===== config.mk =====
export PLATFORM = sky130hd
export DESIGN_NAME = decoder_flat
export DESIGN_NICKNAME = d
export VERILOG_FILES = /design/src/source/rv_isa_pkg.sv /design/src/source/decode_if.sv /design/src/source/decoder.sv /design/src/flat_wrapper.sv
export SDC_FILE = /design/constraint.sdc
export NUM_CORES = 1
export LEC_CHECK = 0
export ABC_AREA = 1
export BUFFER_PORTS_ARGS = -buffer_cell sky130_fd_sc_hd__buf_2
export CAP_MARGIN = 15
export CORE_MARGIN = 5
export CORE_UTILIZATION = 42
export DETAILED_ROUTE_END_ITERATION = 16
export PLACE_DENSITY_LB_ADDON = 0.08
export SLEW_MARGIN = 15
export SYNTH_ARGS = -nofsm -noshare
export SYNTH_HDL_FRONTEND = slang
export SYNTH_SLANG_ARGS = --single-unit

===== constraint.sdc =====
create_clock -name vclk -period 2.35
set_input_delay 0.235 -clock vclk [all_inputs]
set_output_delay 0.235 -clock vclk [all_outputs]
set_load 0.01 [all_outputs]

===== src/source/rv_isa_pkg.sv =====
package rv_isa_pkg;

   // data and register index widths
   localparam int xlen      = 32;
   localparam int reg_idx_w = 5;

   // instruction field widths
   localparam int opcode_w = 7;
   localparam int funct3_w = 3;
   localparam int funct7_w = 7;

   // major opcodes of the supported subset
   typedef enum logic [opcode_w-1:0] {
      op_imm = 7'b0010011,
      op_reg = 7'b0110011,
      lui    = 7'b0110111,
      branch = 7'b1100011,
      jal    = 7'b1101111
   } opcode_e;

   // decoded instruction kinds
   typedef enum logic [2:0] {
      k_addi,
      k_add,
      k_sub,
      k_lui,
      k_beq,
      k_bne,
      k_jal,
      k_illegal
   } instr_kind_e;

   // funct3 / funct7 values
   localparam logic [funct3_w-1:0] f3_add_sub = 3'b000;
   localparam logic [funct3_w-1:0] f3_beq     = 3'b000;
   localparam logic [funct3_w-1:0] f3_bne     = 3'b001;
   localparam logic [funct7_w-1:0] f7_base    = 7'b0000000;
   localparam logic [funct7_w-1:0] f7_sub     = 7'b0100000;

endpackage


===== src/source/decode_if.sv =====
`timescale 1ns/100ps

interface decode_if
   import rv_isa_pkg::*;
   ();

   instr_kind_e          kind;
   logic [reg_idx_w-1:0] rd;
   logic [reg_idx_w-1:0] rs1;
   logic [reg_idx_w-1:0] rs2;
   // sign-extended immediate
   logic [xlen-1:0]      imm;

   modport dec_out (output kind, output rd, output rs1, output rs2, output imm);

   modport core_in (input kind, input rd, input rs1, input rs2, input imm);

endinterface


===== src/source/decoder.sv =====
`timescale 1ns/100ps

module decoder
   import rv_isa_pkg::*;
   (
   input  logic [xlen-1:0] instr_raw,
   decode_if.dec_out       dec
   );

   opcode_e              opcode;
   logic [funct3_w-1:0]  funct3;
   logic [funct7_w-1:0]  funct7;
   logic [xlen-1:0]      imm_i;
   logic [xlen-1:0]      imm_b;
   logic [xlen-1:0]      imm_u;
   logic [xlen-1:0]      imm_j;
   instr_kind_e          kind;
   logic [reg_idx_w-1:0] rd;
   logic [reg_idx_w-1:0] rs1;
   logic [reg_idx_w-1:0] rs2;
   logic [xlen-1:0]      imm;

   assign opcode = opcode_e'(instr_raw[opcode_w-1:0]);
   assign funct3 = instr_raw[14:12];
   assign funct7 = instr_raw[31:25];

   // immediates for the i, b, u and j formats
   assign imm_i = {{20{instr_raw[31]}}, instr_raw[31:20]};
   assign imm_b = {{19{instr_raw[31]}}, instr_raw[31], instr_raw[7],
                   instr_raw[30:25], instr_raw[11:8], 1'b0};
   assign imm_u = {instr_raw[31:12], 12'b0};
   assign imm_j = {{11{instr_raw[31]}}, instr_raw[31], instr_raw[19:12],
                   instr_raw[20], instr_raw[30:21], 1'b0};

   // classify by opcode, funct3 and funct7
   always_comb begin
      kind = k_illegal;
      case (opcode)
         op_imm: if (funct3 == f3_add_sub) kind = k_addi;
         op_reg: begin
            if (funct3 == f3_add_sub && funct7 == f7_base) kind = k_add;
            else if (funct3 == f3_add_sub && funct7 == f7_sub) kind = k_sub;
         end
         lui:    kind = k_lui;
         branch: begin
            if (funct3 == f3_beq) kind = k_beq;
            else if (funct3 == f3_bne) kind = k_bne;
         end
         jal:    kind = k_jal;
         default: kind = k_illegal;
      endcase
   end

   // only the fields that the format uses pass through
   always_comb begin
      rd  = '0;
      rs1 = '0;
      rs2 = '0;
      imm = '0;
      case (kind)
         k_addi: begin
            rd  = instr_raw[11:7];
            rs1 = instr_raw[19:15];
            imm = imm_i;
         end
         k_add, k_sub: begin
            rd  = instr_raw[11:7];
            rs1 = instr_raw[19:15];
            rs2 = instr_raw[24:20];
         end
         k_lui: begin
            rd  = instr_raw[11:7];
            imm = imm_u;
         end
         k_beq, k_bne: begin
            rs1 = instr_raw[19:15];
            rs2 = instr_raw[24:20];
            imm = imm_b;
         end
         k_jal: begin
            rd  = instr_raw[11:7];
            imm = imm_j;
         end
         default: ;
      endcase
   end

   assign dec.kind = kind;
   assign dec.rd   = rd;
   assign dec.rs1  = rs1;
   assign dec.rs2  = rs2;
   assign dec.imm  = imm;

endmodule


===== src/flat_wrapper.sv =====
// flat-port wrapper written by rule: the top's interface ports become plain ports
module decoder_flat import rv_isa_pkg::*;
  (instr_raw, dec_kind, dec_rd, dec_rs1, dec_rs2, dec_imm);
  decode_if dec_i ();
  input  logic [xlen-1:0] instr_raw;
  output wire logic [$bits(dec_i.kind)-1:0] dec_kind;
  output wire logic [$bits(dec_i.rd)-1:0] dec_rd;
  output wire logic [$bits(dec_i.rs1)-1:0] dec_rs1;
  output wire logic [$bits(dec_i.rs2)-1:0] dec_rs2;
  output wire logic [$bits(dec_i.imm)-1:0] dec_imm;
  assign dec_kind = dec_i.kind;
  assign dec_rd = dec_i.rd;
  assign dec_rs1 = dec_i.rs1;
  assign dec_rs2 = dec_i.rs2;
  assign dec_imm = dec_i.imm;
  decoder u_core (.instr_raw(instr_raw), .dec(dec_i));
endmodule

Word-level counts from Yosys, hierarchy flattened
Cells that the tools add are included.
{"block": "word_totals", "reg_bits": 0, "latch_bits": 0, "ram_bits": 0, "romBits": 0, "inputBits": 32, "out_inout_bits": 50, "wordCells": 32, "mem_count": 0}
{"block": "op_classes", "addsub": 0, "multipliers": 0, "div_mod_pow": 0, "n_lt_le_gt_ge": 0, "eq_ne": 13, "shifts": 0, "muxes": 10, "bitwise_logic": 0, "n_reduce_logical": 9}
{"op": "$pmux 32 s4", "n": 1}
{"op": "$eq 7x6->1 const B", "n": 3}
{"op": "$mux 5", "n": 3}
{"op": "$pmux 3 s5", "n": 1}
{"op": "$eq 7x7->1 const B", "n": 2}
{"op": "$mux 3", "n": 4}
{"op": "$reduce_or 5->1", "n": 2}
{"op": "$eq 3x3->1 const B", "n": 3}
{"op": "$eq 7x5->1 const B", "n": 1}
{"op": "$logic_not 7->1", "n": 1}
{"op": "$eq 3x1->1 const B", "n": 2}
{"op": "$eq 3x2->1 const B", "n": 2}
{"op": "$logic_not 3->1", "n": 2}
{"op": "$reduce_or 4->1", "n": 1}
{"op": "$logic_and 1x1->1", "n": 2}
{"op": "$mux 2", "n": 1}
{"op": "$reduce_or 2->1", "n": 1}

Longest topological paths before layout
{"block": "depth", "word_depth": 8, "depth_mapped": 14, "depth_no_buf": 13}

Worst setup path after synthesis
Ideal clock, no wire load.
{"block": "synth_timing", "path_type": "in2out", "startpoint": "in instr_raw[1]", "endpoint": "out dec_rs2[0]", "arrival_time_ps": 1469, "required_ps": 2115, "slack_ps": 646, "cell_stages": 11, "n_path_buf": 0, "path_cell_list": "nand2_1 > nor2_1 > nand2_2 > nand2_2 > nor2_1 > nand2_4 > nand2_1 > nor2_2 > nand2_1 > nand3_1 > nor2_1"}
{"block": "synth_between", "elab_chain_cells": 5, "elab_cells_between_ends": 12, "cone_classes": "9 x eq/ne; 2 x mux; 1 x reduce/logical"}
{"item": "start: declaration", "line_no": "flat_wrapper.sv:5", "text": "input logic [xlen-1:0] instr_raw;"}
{"item": "$eq 7x7->1, or another cell as far along", "line_no": "decoder.sv:38", "text": "case (opcode)"}
{"item": "$pmux 3 s5 (*)", "line_no": "decoder.sv:38"}
{"item": "named net dec_kind[0]", "line_no": "flat_wrapper.sv:6", "text": "output wire logic [$bits(dec_i.kind)-1:0] dec_kind;"}
{"item": "$eq 3x1->1, or another cell as far along", "line_no": "decoder.sv:60", "text": "case (kind)"}
{"item": "$reduce_or 4->1 (no source line) (*)"}
{"item": "$mux 5 (*)", "line_no": "decoder.sv:60"}
{"item": "end: declaration", "line_no": "flat_wrapper.sv:9", "text": "output wire logic [$bits(dec_i.rs2)-1:0] dec_rs2;"}
Mark *: on every way through the listed nets, which the timed path passes. The rest lies on a longest branch.

Worst setup path in the final report
{"block": "layout_timing", "startpoint": "in instr_raw[14]", "endpoint": "out dec_imm[27]"}
{"block": "layout_between", "elab_chain_cells": 8, "elab_cells_between_ends": 17, "cone_classes": "5 x eq/ne; 7 x mux; 5 x reduce/logical"}
{"item": "$logic_not 3->1"}
{"item": "$logic_and 1x1->1", "line_no": "decoder.sv:42", "text": "else if (funct3 == f3_add_sub && funct7 == f7_sub) kind = k_sub;"}
{"item": "$mux 3", "line_no": "decoder.sv:42"}
{"item": "$mux 3", "line_no": "decoder.sv:41", "text": "if (funct3 == f3_add_sub && funct7 == f7_base) kind = k_add;"}
{"item": "$pmux 3 s5 (*)", "line_no": "decoder.sv:38"}
{"item": "$eq 3x3->1", "line_no": "decoder.sv:60"}
{"item": "$reduce_or 2->1"}
{"item": "$pmux 32 s4 (*)", "line_no": "decoder.sv:60"}
{"item": "end: declaration", "line_no": "flat_wrapper.sv:10", "text": "output wire logic [$bits(dec_i.imm)-1:0] dec_imm;"}
Every way passes the cells marked *; elsewhere a longest branch is shown, timed or not.

==> impl_metrics.ini <==
[timing]
rsz0062_at_grt = false
drv_slew = 0
setup_violations = 0
tightest_slew_ps = 328.2
finalSetupTns_ps = 0
fin_crit_sh_pct = 87.81
worst_slack_ps = 286.5
hold_viol = 0
relSlewSlack_pct = 78.04
period_needed_ps = 2064
whs_ps = 754.0
clock.fmax_mhz = 484.6

[routing]
totalWireLength_um = 2651
drc = 0
first_pass_iters = 4
num_vias = 1258
viasPerCell = 4.221
drt_iter0_markers = 16
wl_per_cell_um = 8.896
final_antenna_net_count = 0

[cells_and_area]
seq_cells = 0
clock_buffers = 0
synthToLayoutAreaGrowth_pct = 50.45
register_area_um2 = 0
n_antenna_cell = 0
fillerInstances = 197
nNetsFinal = 305
layout-drive-gt1-share_pct = 37.27

[setup_path]
cp.required_ps = 2120
worstPathArrival_ps = 1830
critPathMaxFanout = 12
critical_path_class = in -> out
critPathMostFrequentCell = nand2_1
crit_end = dec_imm[27]
path_cells = buf_2, nor2_1, nand2_1, nor2_2, nand2_1, nand2_1, nand3b_2, nor2_8, nand2_2, nand2_1, nand2_1, nand2_1, buf_2
cpPeakStageDelay_ps = 200
cp-end-kind = output port
critPathSlowestCell = nand2_1
cp-start-kind = primary input
startpoint = instr_raw[14]

[floorplan]
fp-row-count = 16
die-area_um2 = 3004
die_height_um = 54.81
die_w_um = 54.81
initial_utilization_pct = 43.43
coreArea_um2 = 1942
io_pins = 82

[grt]
grt_max_degree = 14
overflow = 0
grt_pass1_wl_um = 4064
gr-max-usage-layer = met2
grt.met2_usage_pct = 29.53
grt_util_met3_pct = 2.180
met1_usage_pct = 23.72
grtUsageTotal_pct = 17.11
antenna_found_initial = 0
grt_pass1_vias = 1045

[logic_synthesis]
synth_top_cell_area_share_pct = 27.60
synthTopCellsByArea = nand2_1, nor2_1, inv_1
yosys_warnings = 0
seq_area_frac_synth_pct = 0
syn_inst = 191
avgSynthCellArea_um2 = 4.415
ys_types = 17
synth.cell_area_um2 = 843.3
synth_nets = 223
synth_top_cell_by_area = nand2_1

[outcome]
outcome = complete, no violations

[flow_run]
drv_cap = 0

[pwr]
p_leak_nw = 1.053
pwr-share-seq_pct = 0
ir_drop_mv = 0.05507
p_comb_share_pct = 100.0
switching_power_mw = 0.06462
clkPwrFrac_pct = 0
internal_power_mw = 0.04635
p_sw_share_pct = 58.23
power.density_nw_per_um2 = 87.47

[hold_path]
hold_class = in -> out
hold_start = instr_raw[29]

[clock_network]
holdBufCountCts = 0
cts_setup_buffers = 0
cts_resized = 0

[place]
dp_hpwl_um = 2343
place_congestion = 0.8465
pre_cts_slack_ps = 276.9
numPortBuffers = 82
-- layout by cell type (no fill, tap or decap) --
cell,instances
a21oi_1,2
buf_2,82
buf_4,1
inv_1,36
inv_2,2
nand2_1,62
nand2_2,3
nand2_4,2
nand3_1,10
nand3_2,2
nand3b_2,2
nand4_1,1
nor2_1,53
nor2_2,5
nor2_4,1
nor2_8,1
o21ai_0,6
-- worst min-delay path by stage --
stage                       endpoint  slack [ps]  depth (start not counted)
final                     dec_imm[9]         750                          4
after global routing      dec_imm[9]         780                          4
after CTS                 dec_imm[9]         760                          4
after detailed placement  dec_imm[9]         760                          4
after global placement    dec_imm[9]         750                          4
after floorplan            dec_rd[0]         560                          2
-- layer usage --
| layer | vias up | share of wire (%) |
|---|---|---|
| li1 | 717 | - |
| met1 | 494 | 45 |
| met2 | 47 | 44 |
| met3 | 0 | 11 |
| met4 | 0 | 0 |
| met5 | - | 0 |
-- kinds of logic (layout without fill, tap and decap cells) --
family	count (synthesis)	count (layout)	share of synthesized area (%)
compound gates	8	8	4.748
simple gates	142	142	75.22
buf+inv	41	121	20.03
-- power groups by stage --
| stage | registers [mW] | clock network [mW] | logic [mW] |
|---|---|---|---|
| 3_5_place_dp | 0 | 0 | 0.112 |
| 4_1_cts | 0 | 0 | 0.112 |
| 3_3_place_gp | 0 | 0 | 0.111 |
| 2_1_floorplan | 0 | 0 | 0.0561 |
| 5_1_grt | 0 | 0 | 0.126 |
| 6_report | 0 | 0 | 0.111 |
-- cell usage after synthesis (all sizes together) --
cell    count
a21oi       2
buf         2
clkbuf      1
inv        38
nand2      67
nand3      12
nand3b      2
nand4       1
nor2       60
o21ai       6
-- layout make-up --
type | count | area (um^2) | share of cell area [%]
tap | 27 | 33.78 | 2.663
multi-input combinational | 150 | 674.4 | 53.16
inverter | 38 | 142.6 | 11.24
timing repair buffer | 83 | 417.9 | 32.94
-- per-stage QoR --
step / total power [mW] / std cells / util, % / area, um^2
after floorplan: 0.05605 / 191 / - / 843.3
after global placement: 0.1109 / 298 / 65.34 / 1269
after detailed placement: 0.1116 / 298 / 65.34 / 1269
final: 0.1110 / 298 / 65.34 / 1269
after global routing: 0.1261 / 298 / 65.34 / 1269
after CTS: 0.1120 / 298 / 65.34 / 1269
-- critical path: cells and delay by family --
kind	cells	cell delay, ps
buffers and inverters	2	230
and+or+nand+nor	11	1350
No activity file was read; power rests on OpenSTA's default activity.
