### config.mk
export PLATFORM = sky130hd
export DESIGN_NAME = rv_core_flat
export DESIGN_NICKNAME = d
export VERILOG_FILES = /design/src/source/rv_isa_pkg.sv /design/src/source/decode_if.sv /design/src/source/reg_file.sv /design/src/source/rv_core.sv /design/src/flat_wrapper.sv
export SDC_FILE = /design/constraint.sdc
export NUM_CORES = 2
export LEC_CHECK = 0
export ABC_AREA = 0
export ABC_CLOCK_PERIOD_IN_PS = 8800
export BUFFER_PORTS_ARGS = -buffer_cell sky130_fd_sc_hd__buf_2
export CAP_MARGIN = 20
export CORE_ASPECT_RATIO = 1.75
export CORE_MARGIN = 2
export CORE_UTILIZATION = 40
export CTS_CLUSTER_DIAMETER = 150
export DETAILED_ROUTE_END_ITERATION = 16
export GPL_ROUTABILITY_DRIVEN = 0
export SLEW_MARGIN = 15
export SYNTH_ARGS = -nofsm -noshare
export SYNTH_HDL_FRONTEND = slang
export SYNTH_SLANG_ARGS = --single-unit
### constraint.sdc
create_clock -name clk -period 8.8 [get_ports clk]
set_input_delay 1.76 -clock clk [delete_from_list [all_inputs] [get_ports clk]]
set_output_delay 1.76 -clock clk [all_outputs]
set_load 0.02 [all_outputs]
### src/source/rv_isa_pkg.sv
package rv_isa_pkg;

   // data and register index widths
   localparam int xlen      = 32;
   localparam int reg_idx_w = 5;

   // instruction field widths
   localparam int opcode_w = 7;
   localparam int funct3_w = 3;
   localparam int funct7_w = 7;

   // major opcodes of the supported subset
   typedef enum logic [opcode_w-1:0] {
      op_imm = 7'b0010011,
      op_reg = 7'b0110011,
      lui    = 7'b0110111,
      branch = 7'b1100011,
      jal    = 7'b1101111
   } opcode_e;

   // decoded instruction kinds
   typedef enum logic [2:0] {
      k_addi,
      k_add,
      k_sub,
      k_lui,
      k_beq,
      k_bne,
      k_jal,
      k_illegal
   } instr_kind_e;

   // funct3 / funct7 values
   localparam logic [funct3_w-1:0] f3_add_sub = 3'b000;
   localparam logic [funct3_w-1:0] f3_beq     = 3'b000;
   localparam logic [funct3_w-1:0] f3_bne     = 3'b001;
   localparam logic [funct7_w-1:0] f7_base    = 7'b0000000;
   localparam logic [funct7_w-1:0] f7_sub     = 7'b0100000;

endpackage

### src/source/decode_if.sv
`timescale 1ns/100ps

interface decode_if
   import rv_isa_pkg::*;
   ();

   instr_kind_e          kind;
   logic [reg_idx_w-1:0] rd;
   logic [reg_idx_w-1:0] rs1;
   logic [reg_idx_w-1:0] rs2;
   // sign-extended immediate
   logic [xlen-1:0]      imm;

   modport dec_out (output kind, output rd, output rs1, output rs2, output imm);

   modport core_in (input kind, input rd, input rs1, input rs2, input imm);

endinterface

### src/source/reg_file.sv
`timescale 1ns/100ps

module reg_file
   import rv_isa_pkg::*;
   (
   input  logic                 clk,
   input  logic                 rst,
   input  logic [reg_idx_w-1:0] rs1,
   input  logic [reg_idx_w-1:0] rs2,
   output logic [xlen-1:0]      rdata1,
   output logic [xlen-1:0]      rdata2,
   input  logic                 we,
   input  logic [reg_idx_w-1:0] waddr,
   input  logic [xlen-1:0]      wdata,
   input  logic [reg_idx_w-1:0] dbg_idx,
   output logic [xlen-1:0]      dbg_data
   );

   // x0 has no storage
   logic [xlen-1:0] regs [1:(1 << reg_idx_w) - 1];

   function automatic logic [xlen-1:0] read_reg(input logic [reg_idx_w-1:0] idx);
      logic [xlen-1:0] val;
      val = '0;
      if (idx != '0) val = regs[idx];
      return val;
   endfunction

   // no writes while reset is held
   always_ff @(posedge clk) begin
      if (!rst && we && waddr != '0) begin
         regs[waddr] <= wdata;
      end
   end

   assign rdata1   = read_reg(rs1);
   assign rdata2   = read_reg(rs2);
   assign dbg_data = read_reg(dbg_idx);

endmodule

### src/source/rv_core.sv
`timescale 1ns/100ps

module rv_core
   import rv_isa_pkg::*;
   #(
   parameter int IMEM_DEPTH = 64
   )
   (
   input  logic                          clk,
   input  logic                          rst,
   input  logic                          run,
   input  logic                          imem_we,
   input  logic [$clog2(IMEM_DEPTH)-1:0] imem_idx,
   input  logic [xlen-1:0]               imem_wdata,
   input  logic [reg_idx_w-1:0]          dbg_idx,
   output logic [xlen-1:0]               dbg_data,
   output logic [xlen-1:0]               pc,
   output logic                          halted,
   output logic                          illegal,
   output logic [xlen-1:0]               instr_raw,
   decode_if.core_in                     dec
   );

   localparam int idx_w = $clog2(IMEM_DEPTH);

   logic [xlen-1:0] imem [IMEM_DEPTH];
   logic [xlen-1:0] pc_q;
   logic            run_q;
   logic            halted_q;
   logic            illegal_q;
   logic            start;
   logic            exec;
   logic [xlen-1:0] pc_cur;
   logic [xlen-1:0] pc_plus4;
   logic [xlen-1:0] next_pc;
   logic [xlen-1:0] rs1_val;
   logic [xlen-1:0] rs2_val;
   logic [xlen-1:0] result;
   logic            take;
   logic            wr_en;
   logic            stop;

   always_ff @(posedge clk) begin
      if (imem_we) imem[imem_idx] <= imem_wdata;
   end

   // first cycle after run rises behaves as pc 0 with flags clear
   assign start   = run & ~run_q;
   assign pc_cur  = start ? '0 : pc_q;
   assign halted  = halted_q & ~start;
   assign illegal = illegal_q & ~start;
   assign pc      = pc_cur;
   assign exec    = run & ~halted;

   assign instr_raw = imem[pc_cur[idx_w+1:2]];
   assign pc_plus4  = pc_cur + 32'd4;

   always_comb begin
      result = '0;
      take   = 1'b0;
      wr_en  = 1'b0;
      stop   = 1'b0;
      case (dec.kind)
         k_addi: begin
            result = rs1_val + dec.imm;
            wr_en  = 1'b1;
         end
         k_add: begin
            result = rs1_val + rs2_val;
            wr_en  = 1'b1;
         end
         k_sub: begin
            result = rs1_val - rs2_val;
            wr_en  = 1'b1;
         end
         k_lui: begin
            result = dec.imm;
            wr_en  = 1'b1;
         end
         k_beq: take = (rs1_val == rs2_val);
         k_bne: take = (rs1_val != rs2_val);
         k_jal: begin
            result = pc_plus4;
            wr_en  = 1'b1;
            take   = 1'b1;
            // jump to itself ends the program
            stop   = (dec.imm == '0);
         end
         default: stop = 1'b1;
      endcase
   end

   assign next_pc = take ? pc_cur + dec.imm : pc_plus4;

   always_ff @(posedge clk) begin
      if (rst) begin
         pc_q      <= '0;
         run_q     <= 1'b0;
         halted_q  <= 1'b0;
         illegal_q <= 1'b0;
      end else begin
         run_q <= run;
         if (exec) begin
            // an illegal word freezes pc where it sits
            pc_q      <= (dec.kind == k_illegal) ? pc_cur : next_pc;
            halted_q  <= stop;
            illegal_q <= (dec.kind == k_illegal);
         end
      end
   end

   reg_file u_reg_file (
      .clk      (clk),
      .rst      (rst),
      .rs1      (dec.rs1),
      .rs2      (dec.rs2),
      .rdata1   (rs1_val),
      .rdata2   (rs2_val),
      .we       (exec & wr_en),
      .waddr    (dec.rd),
      .wdata    (result),
      .dbg_idx  (dbg_idx),
      .dbg_data (dbg_data)
   );

endmodule

### src/flat_wrapper.sv
// flat-port wrapper written by rule: the top's interface ports become plain ports
module rv_core_flat import rv_isa_pkg::*;
#(
   parameter int IMEM_DEPTH = 64
   )
  (clk, rst, run, imem_we, imem_idx, imem_wdata, dbg_idx, dbg_data, pc, halted, illegal, instr_raw, dec_kind, dec_rd, dec_rs1, dec_rs2, dec_imm);
  decode_if dec_i ();
  input  logic clk;
  input  logic rst;
  input  logic run;
  input  logic imem_we;
  input  logic [$clog2(IMEM_DEPTH)-1:0] imem_idx;
  input  logic [xlen-1:0] imem_wdata;
  input  logic [reg_idx_w-1:0] dbg_idx;
  output logic [xlen-1:0] dbg_data;
  output logic [xlen-1:0] pc;
  output logic halted;
  output logic illegal;
  output logic [xlen-1:0] instr_raw;
  input wire logic [$bits(dec_i.kind)-1:0] dec_kind;
  input wire logic [$bits(dec_i.rd)-1:0] dec_rd;
  input wire logic [$bits(dec_i.rs1)-1:0] dec_rs1;
  input wire logic [$bits(dec_i.rs2)-1:0] dec_rs2;
  input wire logic [$bits(dec_i.imm)-1:0] dec_imm;
  assign dec_i.kind = dec_kind;
  assign dec_i.rd = dec_rd;
  assign dec_i.rs1 = dec_rs1;
  assign dec_i.rs2 = dec_rs2;
  assign dec_i.imm = dec_imm;
  rv_core #(.IMEM_DEPTH(IMEM_DEPTH)) u_core (.clk(clk), .rst(rst), .run(run), .imem_we(imem_we), .imem_idx(imem_idx), .imem_wdata(imem_wdata), .dbg_idx(dbg_idx), .dbg_data(dbg_data), .pc(pc), .halted(halted), .illegal(illegal), .instr_raw(instr_raw), .dec(dec_i));
endmodule
### Yosys cells after proc, flatten, opt, wreduce, memory -nomap -nowiden

Memory sizes are Yosys's and may differ from the RTL's.
Cells that the tools add are included.

* register bits: 35
* memory bits (writable): 3040
* bits of input ports: 97
* memories: 2

* add/subtract/negate cells: 5
* eq/ne operators: 9
* mux-type cells: 14
* bitwise operators: 8
* reduce and logical (&&, ||, !) cells: 11

Memory list
* u_core.imem: depth 64, width 32, read ports 1, clocked after memory_dff 0, wr ports 1, line rv_core.sv:26 `logic [xlen-1:0] imem [IMEM_DEPTH];`
* u_core.u_reg_file.regs: depth 31, width 32, read ports 3, clocked after memory_dff 0, wr ports 1, line reg_file.sv:20 `logic [xlen-1:0] regs [1:(1 << reg_idx_w) - 1];`

Operators by type and width (count)
* $mux 32: 6
* $pmux 32 s5: 1
* $add 32x32->32: 3
* $add 32x3->32 const B: 1
* $eq 32x32->1: 1
* $logic_not 32->1: 1
* $ne 32x32->1: 1
* $sub 32x32->32: 1
* $reduce_bool 5->1: 4
* $eq 3x3->1 const B: 4
* $eq 3x2->1 const B: 2
* $reduce_or 6->1: 1
* $and 1x1->1: 5
* $mux 1: 5
* $reduce_or 5->1: 1
* $eq 3x1->1 const B: 1
* $logic_not 3->1: 1
* $not 1->1: 3
* $pmux 1 s3: 1
* $logic_and 1x1->1: 2
* $pmux 1 s2: 1
* $logic_not 1->1: 1

### Depth between registers and ports, before layout

* depth in word-level cells: 11
* depth in mapped cells: 26
* mapped depth without buffers: 20

### By module

Synthesis repeated with hierarchy kept, for this count alone.

* cells, all modules: 9893
* area, all modules: 142012.5 µm²

Modules (own cells, without submodules)
* rv_core: times used 1, cells each 6657, area each 87542.7 µm²
* reg_file: times used 1, cells each 3236, area each 54469.7 µm²

### Worst setup path after synthesis

Ideal clock, no wire load.

* path type: in2reg
* from: input dec_rs1[0]
* to: memory u_core.u_reg_file.regs[10][29] (data pin)
* library setup time: 0.372 ns
* arrival time: 8.005 ns
* data required time: 8.428 ns
* slack: 0.424 ns
* stages: 26
* path buffers: 6
* cells stage by stage: buf_2 > buf_2 > buf_2 > buf_1 > buf_1 > buf_1 > mux2i_1 > a21oi_1 > o21ai_0 > a21oi_1 > a21oi_1 > nor2_1 > ha_1 > a21o_1 > a21o_1 > a21oi_1 > nor2_1 > a2111oi_0 > nor2_1 > a211oi_1 > o41a_1 > a41o_1 > o21ai_1 > a31oi_1 > xor2_1 > o211ai_1

* longest elaborated chain between the ends: 4

RTL lines
* start: declaration: line flat_wrapper.sv:22 `input wire logic [$bits(dec_i.rs1)-1:0] dec_rs1;`
* $mem_v2 31x32 / $reduce_bool 5->1 (equally long branches)
* $mux 32 (*): line reg_file.sv:25 `if (idx != '0) val = regs[idx];`
* $sub 32x32->32 (tied with other cells): line rv_core.sv:73 `result = rs1_val - rs2_val;`
* $pmux 32 s5 (*): line rv_core.sv:63 `case (dec.kind)`
* via u_core.result[29]: line rv_core.sv:38 `logic [xlen-1:0] result;`
* end: declaration: line reg_file.sv:20

The timed path passes the listed nets; every way through them passes the cells marked *.

### Worst setup path after layout

* from: input run
* to: output instr_raw[0]

* longest elaborated chain between the ends: 3

RTL lines
* start: declaration: line flat_wrapper.sv:10 `input logic run;`
* $and 1x1->1: line rv_core.sv:48 `assign start = run & ~run_q;`
* $mux 32: line rv_core.sv:49 `assign pc_cur = start ? '0 : pc_q;`
* $mem_v2 64x32
* end: declaration: line flat_wrapper.sv:19 `output logic [xlen-1:0] instr_raw;`

Every way passes these cells.

==> summary.txt <==
Relative slew slack = 22.28%
Synthesized cell area = 142,100 um^2
Routed WL = 494,200 um
Clock Skew = 0.05039 ns
CP max-delay cell = buf_4
DR pass1 iterations = 10
Yosys reg bits = 3,075
Top cells by area, synth = edfxtp_1, mux4_2, mux2i_1, nand2_1, o221ai_1
CTS Buf Count = 293
TNS Setup = 0 ns
RSZ-0062 raised after global routing = no
Worst setup slack after layout = 1.223 ns
Gr ovfl total = 0
DR vias/cell = 6.443
Multi-input gate area = 47,550 um^2
Worst-path clk slew = 0.06 ns
Primary FF master, synth = edfxtp_1
Pre-CTS setup slack = 0.5292 ns
Worst VDD drop = 0.1884 mV
Fillers = 31,190
# port buffers = 194
Tightest Hold Check Type = flip-flop to flip-flop
H-tree lvl count = 5
CORE AREA = 353,600 um^2
Startpoint types = primary input
Layout Cells excl Fill = 15,510
Post_cts resized = 0
DP Cell Count = 14,950
Syn Nets = 10,790
Post-layout instance area = 159,400 um^2
Drt first-iter violations = 12,210
Final slew viol count = 0
Die W = 454.6 um
Antenna viol nets, final = 0
Max Clk Rate = 132.0 MHz
IO Pins = 195
Tcrit/Tclk final = 86.10%
Final HPWL DP = 301,100 um
Longest Clk Path Bufs = 4
Die Span Y = 792.5 um
Syn. warnings = 0
Post-CTS Setup Inserts = 0
Die Footprint = 360,200 um^2
Fin. Hold Viols = 0
Global-route wire length before repair = 700,600 um
Synth Area per Inst = 13.41 um^2
Pwr per Cell Area = 205.8 nW/um^2
Layout cells sized above 1 = 14.67%
Total Nets Final = 10,790
Biggest area consumer among synthesized cells = edfxtp_1
Final setup viols = 0
Reg area = 92,000 um^2
Metal2 WL = 248,000 um
Min Tclk post-route = 7.577 ns
Starting Density = 40.18%
Crit path kind = primary input to output pin
Vias post-DR = 99,940
Max_cap viols = 0
P_leak = 52.85 nW
Share of the synthesized area in the top cell type = 64.24%
Syn Inst Count = 10,600
Post-synth EDFFs = 3,040
Crit path buf inv count = 3
DR top layer = met5
Vias in the first global route = 99,680
CTS tree = yes
Post-synthesis sequential area ratio = 64.73%
Worst-path fanout max = 81
Clk sinks = 3,075
Cts hold-fix bufs = 0
Top delay family on crit path = compound AO/OA/AOI/OAI gates
Synth async-reset ratio = 0%
GRT Overall Usage = 26.71%
Worst Path Required = 7.04 ns
DR WL/cell = 31.86 um
DP Area = 150,000 um^2
M1 WL = 164,300 um
DRC = 0
Area growth, synth to finish = 12.18%
Row count = 289
Critical Path AT = 5.82 ns
Slew at the pin closest to its max-slew limit = 1.163 ns
Largest net degree at the start of global routing = 141
Worst path cell trace = buf_2 > nand2b_2 > nand2_4 > buf_4 > o221ai_1 > a21oi_1 > a31oi_1 > a211oi_1 > a311oi_1 > a21oi_1 > buf_2
Initial antenna violation count = 48
Metal3 WL = 43,210 um
Status = complete, no violations
Slowest stage delay, CP = 0.79 ns
Crit path capture type = output pin
Worst skew pair latency = 0.89 ns
Distinct cells, synth = 87
Cell chosen for the clock root = clkbuf_16
==> state kept, by name (all words and copies together) (netlist names) <==
register,cells
u_core.run_q,1
u_core.illegal_q,1
u_core.u_reg_file.regs,992
u_core.halted_q,1
u_core.pc_q,32
u_core.imem,2048
==> layout by cell type (no fill, tap or decap), types with 56 or more instances in the layout <==
cell type	Yosys	layout
o221ai_1	572	571
nor3_1	123	123
buf_2	14	180
a21oi_1	726	726
o22ai_1	266	266
buf_4	2	314
xnor2_1	60	60
nand2_1	1418	1412
clkinv_1	2	57
o21ai_0	346	331
a211oi_1	95	95
mux2i_1	631	631
nand3_1	708	708
a21o_1	58	58
mux4_2	390	390
nor2_4	0	95
buf_12	0	56
nor2_1	433	336
ha_1	95	95
edfxtp_1	3040	3040
a311oi_1	104	104
mux2_2	56	56
clkbuf_16	0	299
a31oi_1	123	123
==> worst min-delay path, cell delays in order (launching register included) <==
cell	delay, ns
dfxtp_1	0.34
a32oi_1	0.06
o21ai_0	0.06
==> stage by stage <==
step / utilization (%) / total power [W] / hold slack, ns
final: 45.08 / 0.03281 / 0.5012
after global routing: 45.07 / 0.03371 / 0.5304
after CTS: 45.01 / 0.03290 / 0.4977
after detailed placement: 42.40 / 0.02047 / 0.4814
after global placement: 42.40 / 0.02041 / 0.4694
after floorplan: - / 0.01897 / 0.4421
==> kinds of logic (layout without fill, tap and decap cells) <==
group                      after synthesis  after routing  share of synthesized area (%)
AOI/OAI and AO/OA                     2464           2464                          11.54
xor gates and xnor gates               106            106                         0.6533
adders and majority gates               96             96                         0.8505
buffers and inverters                  905           1132                          2.442
DFF                                   3075           3075                          64.73
muxes                                 1078           1078                          11.09
other                                    0             32                              0
and+or+nand+nor                       2871           2871                          8.695
==> cells in the mapped netlist (45+ instances only) <==
library cell  instances
a211oi_1             95
a21o_1               58
a21oi_1             726
a311oi_1            104
a31oi_1             123
buf_1               153
clkbuf_1            679
edfxtp_1           3040
ha_1                 95
inv_1                45
mux2_2               56
mux2i_1             631
mux4_2              390
nand2_1            1418
nand3_1             708
nor2_1              433
nor3_1              123
o21ai_0             346
o221ai_1            572
o22ai_1             266
xnor2_1              60
xor2_1               46
==> report_power, final <==
part	switching [W]	internal [W]	leakage (nW)	total, W
sequential	0.0000372	0.0164	27.7	0.0165
combinational	0.00264	0.00115	20.6	0.00379
clock	0.00564	0.00692	4.49	0.0126
total	0.00831	0.0245	52.9	0.0328
==> routing by layer <==
layer / vias to the layer above / GRT usage (%)
li1: 41980 / -
met1: 50260 / 29.67
met2: 5843 / 46.38
met3: 1843 / 4.915
met4: 14 / 18.03
met5: - / 0
==> worst paths after layout <==
| path | from | endpoint | cells after the start | slack (ns) |
|---|---|---|---|---|
| setup / recovery | run | instr_raw[0] | 11 | 1.22 |
| setup reg to reg | u_core.u_reg_file.regs[9][5]$_DFFE_PP_ | u_core.u_reg_file.regs[2][23]$_DFFE_PP_ | 20 | 2.46 |
| hold / removal | u_core.pc_q[29]$_SDFFE_PP0P_ | u_core.pc_q[29]$_SDFFE_PP0P_ | 2 | 0.50 |
| hold reg to reg | u_core.pc_q[29]$_SDFFE_PP0P_ | u_core.pc_q[29]$_SDFFE_PP0P_ | 2 | 0.50 |
==> layout make-up <==
class	count	share of cell area, %
sequential	3075	57.71
multi-input combinational	6615	29.83
clock buffer	354	4.823
tap	4656	3.654
timing repair buffer	560	2.837
clock inverter	167	0.9583
inverter	51	0.1413
antenna	32	0.05023
No activity file was read; power rests on OpenSTA's default activity.
