`config.mk`:
```
export PLATFORM = sky130hd
export DESIGN_NAME = apb_debug_port
export DESIGN_NICKNAME = d
export VERILOG_FILES = /design/src/source/apb_map_pkg.sv /design/src/source/rv_isa_pkg.sv /design/src/source/apb_debug_port.sv
export SDC_FILE = /design/constraint.sdc
export NUM_CORES = 1
export LEC_CHECK = 0
export BUFFER_PORTS_ARGS = -buffer_cell sky130_fd_sc_hd__buf_2
export CAP_MARGIN = 10
export CORE_MARGIN = 1
export CORE_UTILIZATION = 32
export DETAILED_ROUTE_END_ITERATION = 10
export PLACE_DENSITY = 0.79
export SKIP_LAST_GASP = 1
export SYNTH_ARGS = -nofsm -noshare
export SYNTH_HDL_FRONTEND = slang
export SYNTH_SLANG_ARGS = --single-unit
export TNS_END_PERCENT = 5
```
`constraint.sdc`:
```
create_clock -name clk -period 1.7 [get_ports clk]
set_clock_uncertainty 0.15 [all_clocks]
set_input_delay 0.425 -clock clk [delete_from_list [all_inputs] [get_ports clk]]
set_output_delay 0.425 -clock clk [all_outputs]
set_load 0.1 [all_outputs]
```
`src/source/apb_map_pkg.sv`:
```
package apb_map_pkg;

   // byte address width of the debug port
   localparam int apb_addr_w = 12;

   // register map
   localparam logic [apb_addr_w-1:0] addr_ctrl   = 12'h000;
   localparam logic [apb_addr_w-1:0] addr_status = 12'h004;
   localparam logic [apb_addr_w-1:0] addr_pc     = 12'h008;

   // x0..x31, one word each, read only
   localparam logic [apb_addr_w-1:0] reg_base  = 12'h080;

   // instruction words, write only
   localparam logic [apb_addr_w-1:0] imem_base = 12'h400;

   // ctrl bits
   localparam int ctrl_run_bit = 0;

   // status bits
   localparam int status_halt_bit    = 0;
   localparam int status_illegal_bit = 1;

endpackage

```
`src/source/rv_isa_pkg.sv`:
```
package rv_isa_pkg;

   // data and register index widths
   localparam int xlen      = 32;
   localparam int reg_idx_w = 5;

   // instruction field widths
   localparam int opcode_w = 7;
   localparam int funct3_w = 3;
   localparam int funct7_w = 7;

   // major opcodes of the supported subset
   typedef enum logic [opcode_w-1:0] {
      op_imm = 7'b0010011,
      op_reg = 7'b0110011,
      lui    = 7'b0110111,
      branch = 7'b1100011,
      jal    = 7'b1101111
   } opcode_e;

   // decoded instruction kinds
   typedef enum logic [2:0] {
      k_addi,
      k_add,
      k_sub,
      k_lui,
      k_beq,
      k_bne,
      k_jal,
      k_illegal
   } instr_kind_e;

   // funct3 / funct7 values
   localparam logic [funct3_w-1:0] f3_add_sub = 3'b000;
   localparam logic [funct3_w-1:0] f3_beq     = 3'b000;
   localparam logic [funct3_w-1:0] f3_bne     = 3'b001;
   localparam logic [funct7_w-1:0] f7_base    = 7'b0000000;
   localparam logic [funct7_w-1:0] f7_sub     = 7'b0100000;

endpackage

```
`src/source/apb_debug_port.sv`:
```
`timescale 1ns/100ps

module apb_debug_port
   import rv_isa_pkg::*;
   import apb_map_pkg::*;
   #(
   parameter int IMEM_DEPTH = 64
   )
   (
   input  logic                          clk,
   input  logic                          rst,
   input  logic                          psel,
   input  logic                          penable,
   input  logic                          pwrite,
   input  logic [apb_addr_w-1:0]         paddr,
   input  logic [xlen-1:0]               pwdata,
   output logic [xlen-1:0]               prdata,
   output logic                          pready,
   output logic                          pslverr,
   output logic                          run,
   output logic                          imem_we,
   output logic [$clog2(IMEM_DEPTH)-1:0] imem_idx,
   output logic [xlen-1:0]               imem_wdata,
   output logic [reg_idx_w-1:0]          dbg_idx,
   input  logic [xlen-1:0]               dbg_data,
   input  logic [xlen-1:0]               pc,
   input  logic                          halted,
   input  logic                          illegal
   );

   localparam int idx_w    = $clog2(IMEM_DEPTH);
   localparam int reg_end  = int'(reg_base) + 4 * (1 << reg_idx_w);
   localparam int imem_end = int'(imem_base) + 4 * IMEM_DEPTH;

   logic            setup;
   logic            access;
   logic            aligned;
   logic            hit_ctrl;
   logic            hit_status;
   logic            hit_pc;
   logic            hit_reg;
   logic            hit_imem;
   logic            unmapped;
   logic            rd_err;
   logic            wr_err;
   logic [xlen-1:0] rd_word;
   logic [xlen-1:0] prdata_q;
   logic            pslverr_q;

   assign setup  = psel & ~penable;
   assign access = psel & penable;

   // misaligned addresses count as unmapped
   assign aligned    = (paddr[1:0] == 2'b00);
   assign hit_ctrl   = (paddr == addr_ctrl);
   assign hit_status = (paddr == addr_status);
   assign hit_pc     = (paddr == addr_pc);
   assign hit_reg    = aligned && int'(paddr) >= int'(reg_base) && int'(paddr) < reg_end;
   assign hit_imem   = aligned && int'(paddr) >= int'(imem_base) && int'(paddr) < imem_end;
   assign unmapped   = ~(hit_ctrl | hit_status | hit_pc | hit_reg | hit_imem);

   assign rd_err = hit_imem | unmapped;
   assign wr_err = hit_status | hit_pc | hit_reg | unmapped | (hit_imem & run);

   assign dbg_idx    = paddr[reg_idx_w+1:2];
   assign imem_idx   = paddr[idx_w+1:2];
   assign imem_wdata = pwdata;
   assign imem_we    = access & pwrite & hit_imem & ~wr_err;

   always_comb begin
      rd_word = '0;
      if (hit_ctrl) rd_word[ctrl_run_bit] = run;
      if (hit_status) begin
         rd_word[status_halt_bit]    = halted;
         rd_word[status_illegal_bit] = illegal;
      end
      if (hit_pc) rd_word = pc;
      if (hit_reg) rd_word = dbg_data;
   end

   // read data and error are captured at the end of setup
   always_ff @(posedge clk) begin
      if (rst) begin
         run       <= 1'b0;
         prdata_q  <= '0;
         pslverr_q <= 1'b0;
      end else begin
         if (setup) begin
            prdata_q  <= (pwrite || rd_err) ? '0 : rd_word;
            pslverr_q <= pwrite ? wr_err : rd_err;
         end else begin
            pslverr_q <= 1'b0;
         end
         if (access && pwrite && hit_ctrl) run <= pwdata[ctrl_run_bit];
      end
   end

   assign prdata  = prdata_q;
   assign pslverr = pslverr_q;
   // no wait states
   assign pready  = 1'b1;

endmodule

```
# After elaboration in Yosys (flattened, before gate mapping)
# Cells that the tools add are included.
# W data, S select, Z words.
[totals]
wordCells = 44
latchBits = 0
output_inout_bits = 79
regBits = 34
mem_bits_ro = 0
ram_bits = 0
mem_count = 0
[classes]
div_mod_pow = 0
mul = 0
shifts = 0
reduce_logical = 10
n_lt_le_gt_ge = 4
n_mux = 6
bitwise = 19
eq_ne = 2
n_addsub = 0
[ops]
columns = ["cell", "n"]
rows = [
  ["$mux W32", 3],
  ["$eq A12 B3 Y1 const B", 1],
  ["$eq A12 B4 Y1 const B", 1],
  ["$ge A12 B11 Y1 const B", 1],
  ["$ge A12 B8 Y1 const B", 1],
  ["$logic_not A12 Y1", 1],
  ["$lt A12 B11 Y1 const B", 1],
  ["$lt A12 B9 Y1 const B", 1],
  ["$or A1 B1 Y1", 9],
  ["$and A1 B1 Y1", 6],
  ["$logic_and A1 B1 Y1", 6],
  ["$not A1 Y1", 4],
  ["$logic_not A2 Y1", 1],
  ["$mux W1", 2],
  ["$mux W2", 1],
  ["$reduce_or A2 Y1", 1],
  ["$logic_or A1 B1 Y1", 1],
]

# Logic depth before layout (Yosys ltp)
# Gate-level depths: netlist of the first run.
[logic_depth]
ltp_word = 10
ltp_mapped = 6
depth_no_buf = 4

# Worst setup path before layout of the first run
# OpenSTA, ideal clock, no wires.
[synth_timing]
path_type = "input to output"
start = "input port paddr[5]"
end = "output port imem_we"
path_buffers = 0
t_required_ns = 1.125
cell_stages = 3
arrival_time_ns = 3.341
setup_slack_ns = -2.216
cell_sequence = "or3_1 > nand4b_1 > a211oi_1"
[synth_via]
elab_chain_len = 10
word_cells_on_any_way = 24
classes_between = "4 x order compare; 2 x eq/ne; 13 x bitwise; 5 x reduce/logical"
[synth_rtl]
columns = ["item", "line", "rtl"]
rows = [
  ["start: declaration", "apb_debug_port.sv:15", "input logic [apb_addr_w-1:0] paddr,"],
  ["$ge A12 B8 Y1, or another cell as far along", "apb_debug_port.sv:58", "assign hit_reg = aligned && int'(paddr) >= int'(reg_base) && int'(paddr) < reg_end;"],
  ["$logic_and A1 B1 Y1 or $or A1 B1 Y1 (tied branches) (2 in series)", "apb_debug_port.sv:58, apb_debug_port.sv:60", ""],
  ["$or A1 B1 Y1 (2 in series)", "apb_debug_port.sv:60", "assign unmapped = ~(hit_ctrl | hit_status | hit_pc | hit_reg | hit_imem);"],
  ["$not A1 Y1", "apb_debug_port.sv:60", ""],
  ["$or A1 B1 Y1 (2 in series)", "apb_debug_port.sv:63", "assign wr_err = hit_status | hit_pc | hit_reg | unmapped | (hit_imem & run);"],
  ["$not A1 Y1", "apb_debug_port.sv:68", "assign imem_we = access & pwrite & hit_imem & ~wr_err;"],
  ["$and A1 B1 Y1 (*)", "apb_debug_port.sv:68", ""],
  ["end: declaration", "apb_debug_port.sv:21", "output logic imem_we,"],
]
# Mark *: on every way between the ends. The rest lies on a longest branch, timed or not.

# Worst setup path after layout of the first run
# Ends and elaborated chain as after synthesis.

==> metrics.txt, run 1 <==
post-route cell area 2720 um2; post-layout minimum cycle time 2.27 ns; max-cap violations 0; fraction of layout cells with a size suffix above 1 0.517; maximum clock frequency about 440 MHz; Initial DRC Count 56; FF-to-FF Start run$_SDFFE_PP0P_; critical path peak fanout 3; TritonCTS buffer count 5; Syn Inst Count 220; Top FF cell, synth dfxtp_1; ys async rst share 0; area grow syn2layout 48.8%; worst hold stages 2; crit share post-route 1.33; Post-Place Setup Slack -0.581 ns; DRT Wirelength 5.08 mm; Avg WL per Cell 12.9 um; first-pass GRT wire length between 8 and 9 mm; Crit Path Class in2out; syn avg cell area 8.31 um2; Initial Util 0.332; Top Ports 194; Critical Path End Type output pin; number of synthesized flops with an enable pin 0; vias in the first global route 1763; sequential share of the synthesized area 0.372; hold buffers post-CTS 0; Power Total a little under 0.002 W; Leak Pwr 1.23 nW; DRT antenna net count 0; status finished, violations left; port bufs 130; drt drc 0; Clock Latency Late Sink 0.27 ns; Layout Nets about 440; CP Data Required Time 1.12 ns; DP HPWL 4.21 mm; CTS Sinks 34; GRT overflow 0; initial antenna violation count 0; pin count of the biggest net entering global routing 28; Die H ~78 um; Reg2Reg Depth 5; failing checks negative setup slack; Post-Syn Nets 335; yosys warns 0; Worst Min Path Start pwrite; count of final hold-check violations 0; post-synthesis cell type count 28; via count 1913; RSZ-0062 raised after global routing true; Setup-failing EPs final 33; CTS H-tree lvls 2; Yosys reg bits 34; Peak supply drop about 340 uV; Min Hold Slack ~0.22 ns; post-CTS setup buffer count 0; Die X slightly below 80 um; arrival time worst endpoint 1.69 ns; CP Launch Type primary input; Worst-path clk slew 0.06 ns; Slew Limit Fails 0; P per Cell Area 711 nW/um2; mapped cell area 1830 um2; vias per cell 4.84; Reg2Reg Setup Slack 0.50 ns; GP Congestion 0.735; Tot GR Track Use 0.171; total iterations of the first detailed-routing run 4; R2R Path End prdata[0]$_SDFFE_PP0P_; post-route setup slack -0.568 ns; # diodes 0; Post-DP Area 2610 um2; HP Class in2reg; row cnt 27; TritonCTS clock tree built; Die Area 6020 um2; clk root buf clkbuf_8; Resize count post-CTS 0; Core Area approximately 5500 um2; WHS Endpoint pslverr$_SDFF_PP0_; clk buf depth 2
==> sequential cells by signal, summed over array words and instances, names as in the netlist <==
name / cells
run: 1
prdata: 32
pslverr: 1
==> layout by cell type (no fill, tap or decap), types with 3 or more instances in the layout <==
cell,n
a22oi_1,32
buf_12,17
buf_2,116
buf_4,20
clkbuf_8,6
dfxtp_1,34
nand2_1,33
nor3_1,3
o21ai_0,4
o21ai_1,31
==> through the flow <==
| stage | instances | util | TNS (ns) |
|---|---|---|---|
| 2_1_floorplan | 220 | - | -7.01 |
| 3_3_place_gp | 388 | 0.474 | -14.24 |
| 3_5_place_dp | 388 | 0.474 | -15.51 |
| 4_1_cts | 395 | 0.494 | -5.84 |
| 5_1_grt | 395 | 0.494 | -7.85 |
| 6_report | 395 | 0.494 | -5.74 |
==> synthesized netlist by cell type (2+ instances only) <==
| cell | n | area [um2] |
|---|---|---|
| dfxtp_1 | 34 | 681 |
| nor2_1 | 2 | 7.51 |
| nand3b_1 | 2 | 15.0 |
| buf_4 | 44 | 330 |
| nand3_1 | 2 | 10.0 |
| nand4b_1 | 2 | 17.5 |
| buf_6 | 3 | 33.8 |
| o21ai_1 | 31 | 155 |
| clkbuf_1 | 10 | 37.5 |
| a21oi_1 | 2 | 10.0 |
| inv_1 | 2 | 7.51 |
| nor2b_1 | 2 | 12.5 |
| a22oi_1 | 32 | 240 |
| o21ai_0 | 4 | 20.0 |
| nor3_1 | 3 | 15.0 |
| nand2_1 | 33 | 124 |
==> how the worst max path moves through the flow <==
| stage | cells after the start | end | start | slack [ns] |
|---|---|---|---|---|
| floorplan | 3 | imem_we | paddr[5] | -0.88 |
| global placement | 5 | imem_we | paddr[5] | -0.55 |
| detailed placement | 5 | imem_we | paddr[5] | -0.58 |
| CTS | 5 | imem_we | paddr[5] | -0.58 |
| global route | 5 | imem_we | paddr[5] | -0.61 |
| finish | 5 | imem_we | paddr[5] | -0.57 |
==> layer usage <==
metal | part of all wire | wire (um) | GRT usage | up-vias
li1 | - | - | - | 935
met1 | 0.36 | 1840 | 0.161 | 853
met2 | 0.53 | 2700 | 0.337 | 113
met3 | 0.084 | 428 | 0.0494 | 12
met4 | 0.022 | 111 | 0.0717 | 0
met5 | 0 | 0 | 0 | -
==> critical path, stage by stage <==
cell and delay, ns:
buf_2 0.12, or3_4 0.38, nand4b_1 0.26, a211oi_4 0.30
buf_12 0.21
==> cell families (layout without fill, tap and decap cells) <==
kind of cell           Yosys count  in the layout  synth area share
buffers and inverters           59            162             0.224
and+or+nand+nor                 51             51             0.138
other                            1              1           0.00205
muxes                            1              1           0.00547
AOI/OAI and AO/OA               74             74             0.259
DFF                             34             34             0.372
==> cell type report <==
| class | count | area, um2 |
|---|---|---|
| clock inverters | 1 | 30.0 |
| multi-input cells | 127 | 761 |
| flip-flops and latches | 34 | 681 |
| clock buffers | 6 | 82.6 |
| inverters | 2 | 7.51 |
| well taps | 72 | 90.1 |
| fillers | 522 | 2780 |
| repair buffers | 153 | 1070 |
==> power by group <==
group	switching [W]	internal [W]	leakage, nW
registers	0.000000183	0.000797	0.274
logic	0.000233	0.000173	0.897
clock network	0.000265	0.000469	0.0573
No activity file was read; power rests on OpenSTA's default activity.
==> run 2: changes to the inputs <==
Settings changed: GPL_TIMING_DRIVEN from default to 0.
==> run 2 against run 1 <==
  * The run still ends with negative setup slack left
  * Register-to-register slack better by 0.05 ns
  * Sequential power is essentially flat
  * Maximum frequency increased by 1.9%
  * Global-route usage rose by 1.2 points
  * Critical path depth did not move
  * Setup slack improved by 0.042 ns
  * Routed wire length grew 9.4%
  * Via count up 12%
  * Hold slack worse by 0.012 ns
  * Die area did not move
==> metrics.txt, run 2 (synthesized netlist as in run 1, its figures left out) <==
Crit Path Class in2out (unchanged); Layout Nets 507 (was 438); critical path peak fanout 2 (was 3); commonest non-fill, non-tap cells in the layout buf_2 (158), buf_4 (48), dfxtp_1 (34) (was buf_2 (116), dfxtp_1 (34), nand2_1 (33)); first-pass GRT wire length 8.60 mm (was 8.02 mm); Die X 77.6 um (unchanged); Fillers 542 (was 522); commonest non-fill, non-tap cell in the layout buf_2 (unchanged); Setup-failing EPs final 38 (was 33); Critical Path End Type output pin (unchanged); Top Ports 194 (unchanged); TritonCTS buffer count 5 (unchanged); Power Total 0.00224 W (was 0.00194 W); status finished, violations left (unchanged); clk buf depth 2 (unchanged); Core Area 5510 um2 (unchanged); count of final hold-check violations 0 (unchanged); Post-DP Area 2740 um2 (was 2610 um2); maximum clock frequency 449 MHz (was 441 MHz); via count 2139 (was 1913); pin count of the biggest net entering global routing 11 (was 28); Leak Pwr 1.42 nW (was 1.23 nW); HP Class in2reg (unchanged); CTS Sinks 34 (unchanged); Initial Util 0.332 (unchanged); total iterations of the first detailed-routing run 4 (unchanged); max reg flops 32 (unchanged); max-cap violations 0 (unchanged); GP Congestion 0.741 (was 0.735); Die Area 6020 um2 (unchanged); port bufs 161 (was 130); drt drc 0 (unchanged); post-layout minimum cycle time 2.23 ns (was 2.27 ns); P per Cell Area 768 nW/um2 (was 711 nW/um2); CP Data Required Time 1.12 ns (about the same); post-route cell area 2910 um2 (was 2720 um2); failing checks negative setup slack (unchanged); TritonCTS clock tree built (unchanged); DP HPWL 4.50 mm (was 4.21 mm); Worst-path clk slew 0.06 ns (about the same); area grow syn2layout 59.3% (was 48.8%); RSZ-0062 raised after global routing true (unchanged); Initial DRC Count 97 (was 56); Avg WL per Cell 12.0 um (was 12.9 um); vias in the first global route 1928 (was 1763); vias per cell 4.60 (was 4.84); Tot GR Track Use 0.183 (was 0.171); Peak supply drop 367 uV (was 341 uV); post-route setup slack -0.526 ns (was -0.568 ns); GRT overflow 0 (unchanged); clk root buf clkbuf_8 (unchanged); fraction of layout cells with a size suffix above 1 0.570 (was 0.517); row cnt 27 (unchanged); Slew Limit Fails 0 (unchanged); DRT antenna net count 0 (unchanged); CP Launch Type primary input (unchanged); # diodes 0 (unchanged); CTS H-tree lvls 2 (unchanged); crit share post-route 1.31 (was 1.33); hold buffers post-CTS 0 (unchanged); DRT Wirelength 5.56 mm (was 5.08 mm); Max-slew headroom 0.619; initial antenna violation count 0 (unchanged); arrival time worst endpoint 1.65 ns (was 1.69 ns); Die H 77.6 um (unchanged); Clock Latency Late Sink 0.28 ns (was 0.27 ns); Worst-Margin Slew 0.572 ns
run 2: metrics by stage:
stage | utilization | cells | TNS (ns) | hold WS [ns] | setup WS, ns
2_1_floorplan | - | 220 | -7.01 | 0.363 | -0.881
3_3_place_gp | 0.498 | 453 | -17.76 | 0.282 | -0.836
3_5_place_dp | 0.498 | 453 | -18.69 | 0.289 | -0.843
4_1_cts | 0.527 | 464 | -10.09 | 0.209 | -0.580
5_1_grt | 0.529 | 465 | -13.69 | 0.204 | -0.558
6_report | 0.529 | 465 | -9.62 | 0.212 | -0.526
run 2: report_power, final:
group / internal [W] / leakage, nW / switching, W / total, W
combinational: 0.000199 / 1.09 / 0.000529 / 0.000727
clock: 0.000438 / 0.0524 / 0.000274 / 0.000713
sequential: 0.000797 / 0.274 / 0.000000185 / 0.000798
run 2: repair_timing:
| action | in CTS | in global routing |
|---|---|---|
| hold endpoints to repair | 0 | 0 |
| buffers inserted | 3 | 1 |
| endpoints found under the setup margin | 38 | 39 |
| resized for setup | 9 | 1 |
| pin swaps | 2 | 2 |
run 2: worst max-delay path, stage by stage:
cell      delay (ns)
buf_8           0.09
or3_4           0.37
nand4b_1        0.26
a211oi_4        0.29
buf_12          0.21
run 2: metal layers:
layer  vias up  global-route usage  wire (um)
met5         -                   0          0
met1       942               0.201       2270
met2       115               0.335       2790
met3         5              0.0482        440
li1       1077                   -          -
met4         0              0.0623         56
run 2: final cells by class:
class                           instances  area (um2)  share of cell area
Timing Repair Buffer                  165         871               0.299
Multi-Input combinational cell        127         757               0.260
Sequential cell                        34         681               0.234
Buffer                                 57         402               0.138
Tap cell                               72        90.1              0.0309
Clock buffer                            7        76.3              0.0262
Clock inverter                          1        30.0              0.0103
Inverter                                2        7.51             0.00258
run 2: worst paths after layout:
kind | startpoint | end | slack, ns | cells past startpoint
hold / removal | pwrite | pslverr$_SDFF_PP0_ | 0.21 | 2
setup reg to reg | run$_SDFFE_PP0P_ | prdata[0]$_SDFFE_PP0P_ | 0.55 | 4
hold reg to reg | prdata[31]$_SDFFE_PP0P_ | prdata[31]$_SDFFE_PP0P_ | 0.29 | 2
setup / recovery | paddr[4] | imem_we | -0.53 | 5
==> run 3: changes to the inputs <==
Settings changed: ABC_AREA from default to 1, BUFFER_PORTS_ARGS -buffer_cell sky130_fd_sc_hd__buf_2 to default, CORE_AREA from default to 2 2 75 77, CORE_MARGIN 1 to default, CORE_UTILIZATION 32 to default, DIE_AREA from default to 0 0 77 79, DONT_BUFFER_PORTS from default to 1, PLACE_DENSITY 0.79 to 0.62.
==> run 3 against run 2 <==
  * The flow still finishes with violations (negative setup slack)
  * Hold slack lost 0.032 ns
  * Die area grew 1.0%
  * Synthesized area grew 27%
  * Via count grew 10%
  * Utilization shrank 1.5 points
  * Global-route usage grew 3.2 points
  * Final cell count shrank 4.1%
  * Combinational power shrank 16%
  * Maximum frequency grew 7.4%
  * Sequential share of layout area grew 1.6 points
  * Setup slack gained 0.15 ns
==> metrics.txt, run 3 <==
Critical Path End Type output pin (unchanged); Yosys top cell area share 0.292 (was 0.372); clk buf depth 2 (unchanged); RSZ-0062 raised after global routing true (unchanged); TritonCTS clock tree built (unchanged); Worst Min Path Start pwdata[0] (was pwrite); drt drc 0 (unchanged); post-route cell area 2740 um2 (was 2910 um2); P per Cell Area 747 nW/um2 (was 768 nW/um2); GRT overflow 0 (unchanged); commonest non-fill, non-tap cell in the layout nand2_1 (was buf_2); post-synthesis cell type count 23 (was 28); Synth area leader dfxtp_1 (unchanged); pin count of the biggest net entering global routing 12 (was 11); post-route setup slack -0.372 ns (was -0.526 ns); yosys warns 0 (unchanged); DRT Wirelength 6.84 mm (was 5.56 mm); Core Area 5340 um2 (was 5510 um2); ys async rst share 0 (unchanged); first-pass GRT wire length 10.5 mm (was 8.60 mm); Max-slew headroom 0.303 (was 0.619); port bufs 0 (was 161); CP Data Required Time 1.12 ns (about the same); Final Util 0.514 (was 0.529); CP Launch Type primary input (unchanged); Post-DP Area 2460 um2 (was 2740 um2); # diodes 0 (unchanged); syn avg cell area 6.60 um2 (was 8.31 um2); Die X 77 um (was 77.6 um); count leader, synth nand2_1 (was buf_4); Top Ports 194 (unchanged); post-layout minimum cycle time 2.07 ns (was 2.23 ns); DP HPWL 4.89 mm (was 4.50 mm); worst setup path start paddr[5] (was paddr[4]); top post-synthesis cells by area dfxtp_1 (29%), nand2_1 (17%), buf_4 (15%) (was dfxtp_1 (37%), buf_4 (18%), a22oi_1 (13%)); Crit Path Class in2out (unchanged); CTS Sinks 34 (unchanged); Power Total 0.00205 W (was 0.00224 W); DRT antenna net count 0 (unchanged); Clock Latency Late Sink 0.28 ns (about the same); Avg WL per Cell 15.3 um (was 12.0 um); mapped cell area 2330 um2 (was 1830 um2); Initial DRC Count 90 (was 97); max-cap violations 0 (unchanged); Fillers 578 (was 542); sequential share of the synthesized area 0.292 (was 0.372); initial antenna violation count 0 (unchanged); CTS H-tree lvls 2 (unchanged); GP Congestion 0.769 (was 0.741); clk root buf clkbuf_8 (unchanged); final setup TNS -4.80 ns (was -9.62 ns); row cnt 27 (unchanged); vias per cell 5.29 (was 4.60); max reg flops 32 (unchanged); vias in the first global route 2148 (was 1928); Leak Pwr 1.20 nW (was 1.42 nW); Layout Nets 488 (was 507); Initial Util 0.436 (was 0.332); maximum clock frequency 483 MHz (was 449 MHz); fraction of layout cells with a size suffix above 1 0.286 (was 0.570); Worst-Margin Slew 1.04 ns (was 0.572 ns); count of final hold-check violations 0 (unchanged); Peak supply drop 335 uV (was 367 uV); Syn Inst Count 353 (was 220); failing checks negative setup slack (unchanged); commonest non-fill, non-tap cells in the layout nand2_1 (101), buf_4 (59), nand3_1 (39) (was buf_2 (158), buf_4 (48), dfxtp_1 (34)); Top FF cell, synth dfxtp_1 (unchanged); HP Class in2reg (unchanged); area grow syn2layout 17.8% (was 59.3%); crit share post-route 1.22 (was 1.31); most frequent cells after synthesis nand2_1 (105), buf_4 (48), nand3_1 (40) (was buf_4 (44), dfxtp_1 (34), nand2_1 (33)); Post-Syn Nets 468 (was 335); sequential cell area 684 um2 (was 681 um2); Slew Limit Fails 0 (unchanged); critical path peak fanout 4 (was 2); arrival time worst endpoint 1.50 ns (was 1.65 ns); Die Area 6080 um2 (was 6020 um2); via count 2358 (was 2139); Die H 79 um (was 77.6 um); Tot GR Track Use 0.215 (was 0.183); status finished, violations left (unchanged); FF-to-FF Start prdata[0]$_SDFFE_PP0P_ (was run$_SDFFE_PP0P_); Yosys reg bits 34 (unchanged); Setup-failing EPs final 34 (was 38); number of synthesized flops with an enable pin 0 (unchanged); total iterations of the first detailed-routing run 4 (unchanged); TritonCTS buffer count 5 (unchanged); hold buffers post-CTS 0 (unchanged); area of the multi-input gates 1220 um2 (was 757 um2); Worst-path clk slew 0.07 ns (was 0.06 ns)
[run 3: cell types whose count changed in the layout (fill, tap and decap cells not counted), sizes merged, moves of 3 or more]
cell   previous run  this run
nand3             2        40
o21ai            36         2
a22oi            32         0
nor2              2        20
a21oi             2        33
inv               2         9
nor3              3         0
nand4             0        33
buf             212        69
nand2            33       108
[run 3: worst max-delay path, cell delays in order]
cell and delay, ns:
nor2_1 0.03, nand2_2 0.09, buf_4 0.14, nor2_4 0.05
nand2_4 0.09, nand2_2 0.07, nor2_4 0.09, o21ai_4 0.07
nor4_4 0.17, clkbuf_16 0.25
[run 3: cell type report]
class                   count  share of cell area
inverters                  10              0.0137
flip-flops and latches     34               0.249
well taps                  72              0.0328
plain buffers              68               0.176
repair buffers             14              0.0474
clock inverters             2             0.00456
multi-input cells         240               0.446
clock buffers               6              0.0301
[run 3: worst paths after layout]
| kind | endpoint | slack, ns | cells after the start |
|---|---|---|---|
| min reg2reg | run$_SDFFE_PP0P_ | 0.54 | 2 |
| max reg2reg | prdata[0]$_SDFFE_PP0P_ | 0.16 | 4 |
| min | run$_SDFFE_PP0P_ | 0.18 | 2 |
| max | imem_we | -0.37 | 10 |
[run 3: stage by stage]
stage | setup WS (ns) | std cells | hold slack [ns]
detailed placement | -1.08 | 425 | 0.463
finish | -0.372 | 446 | 0.180
global placement | -1.07 | 425 | 0.449
floorplan | -0.954 | 353 | 0.439
CTS | -0.913 | 447 | 0.162
global route | -0.444 | 446 | 0.188
[run 3: layer usage]
layer	part of all wire	global-route usage
met4	0.0088	0.0536
met1	0.41	0.254
met5	0	0
met3	0.10	0.0682
met2	0.48	0.379
[run 3: where the power goes]
group	total, W	leakage [nW]	switching (W)	internal, W
sequential	0.000803	0.275	0.00000770	0.000795
combinational	0.000609	0.874	0.000511	0.0000985
clock	0.000637	0.0472	0.000311	0.000326
[run 3: repair_timing]
item,4_1_cts,5_1_grt
setup endpoints to repair,37,67
resized for setup,10,11
cloned,0,4
buffers inserted,14,5
pin swaps,6,7
[run 3: kinds of logic after synthesis]
family	count (synthesis)	share of synthesized area
AOI/OAI and AO/OA	35	0.0752
and+or+nand+nor	203	0.405
buffers and inverters	80	0.226
other	1	0.00161
DFF	34	0.292
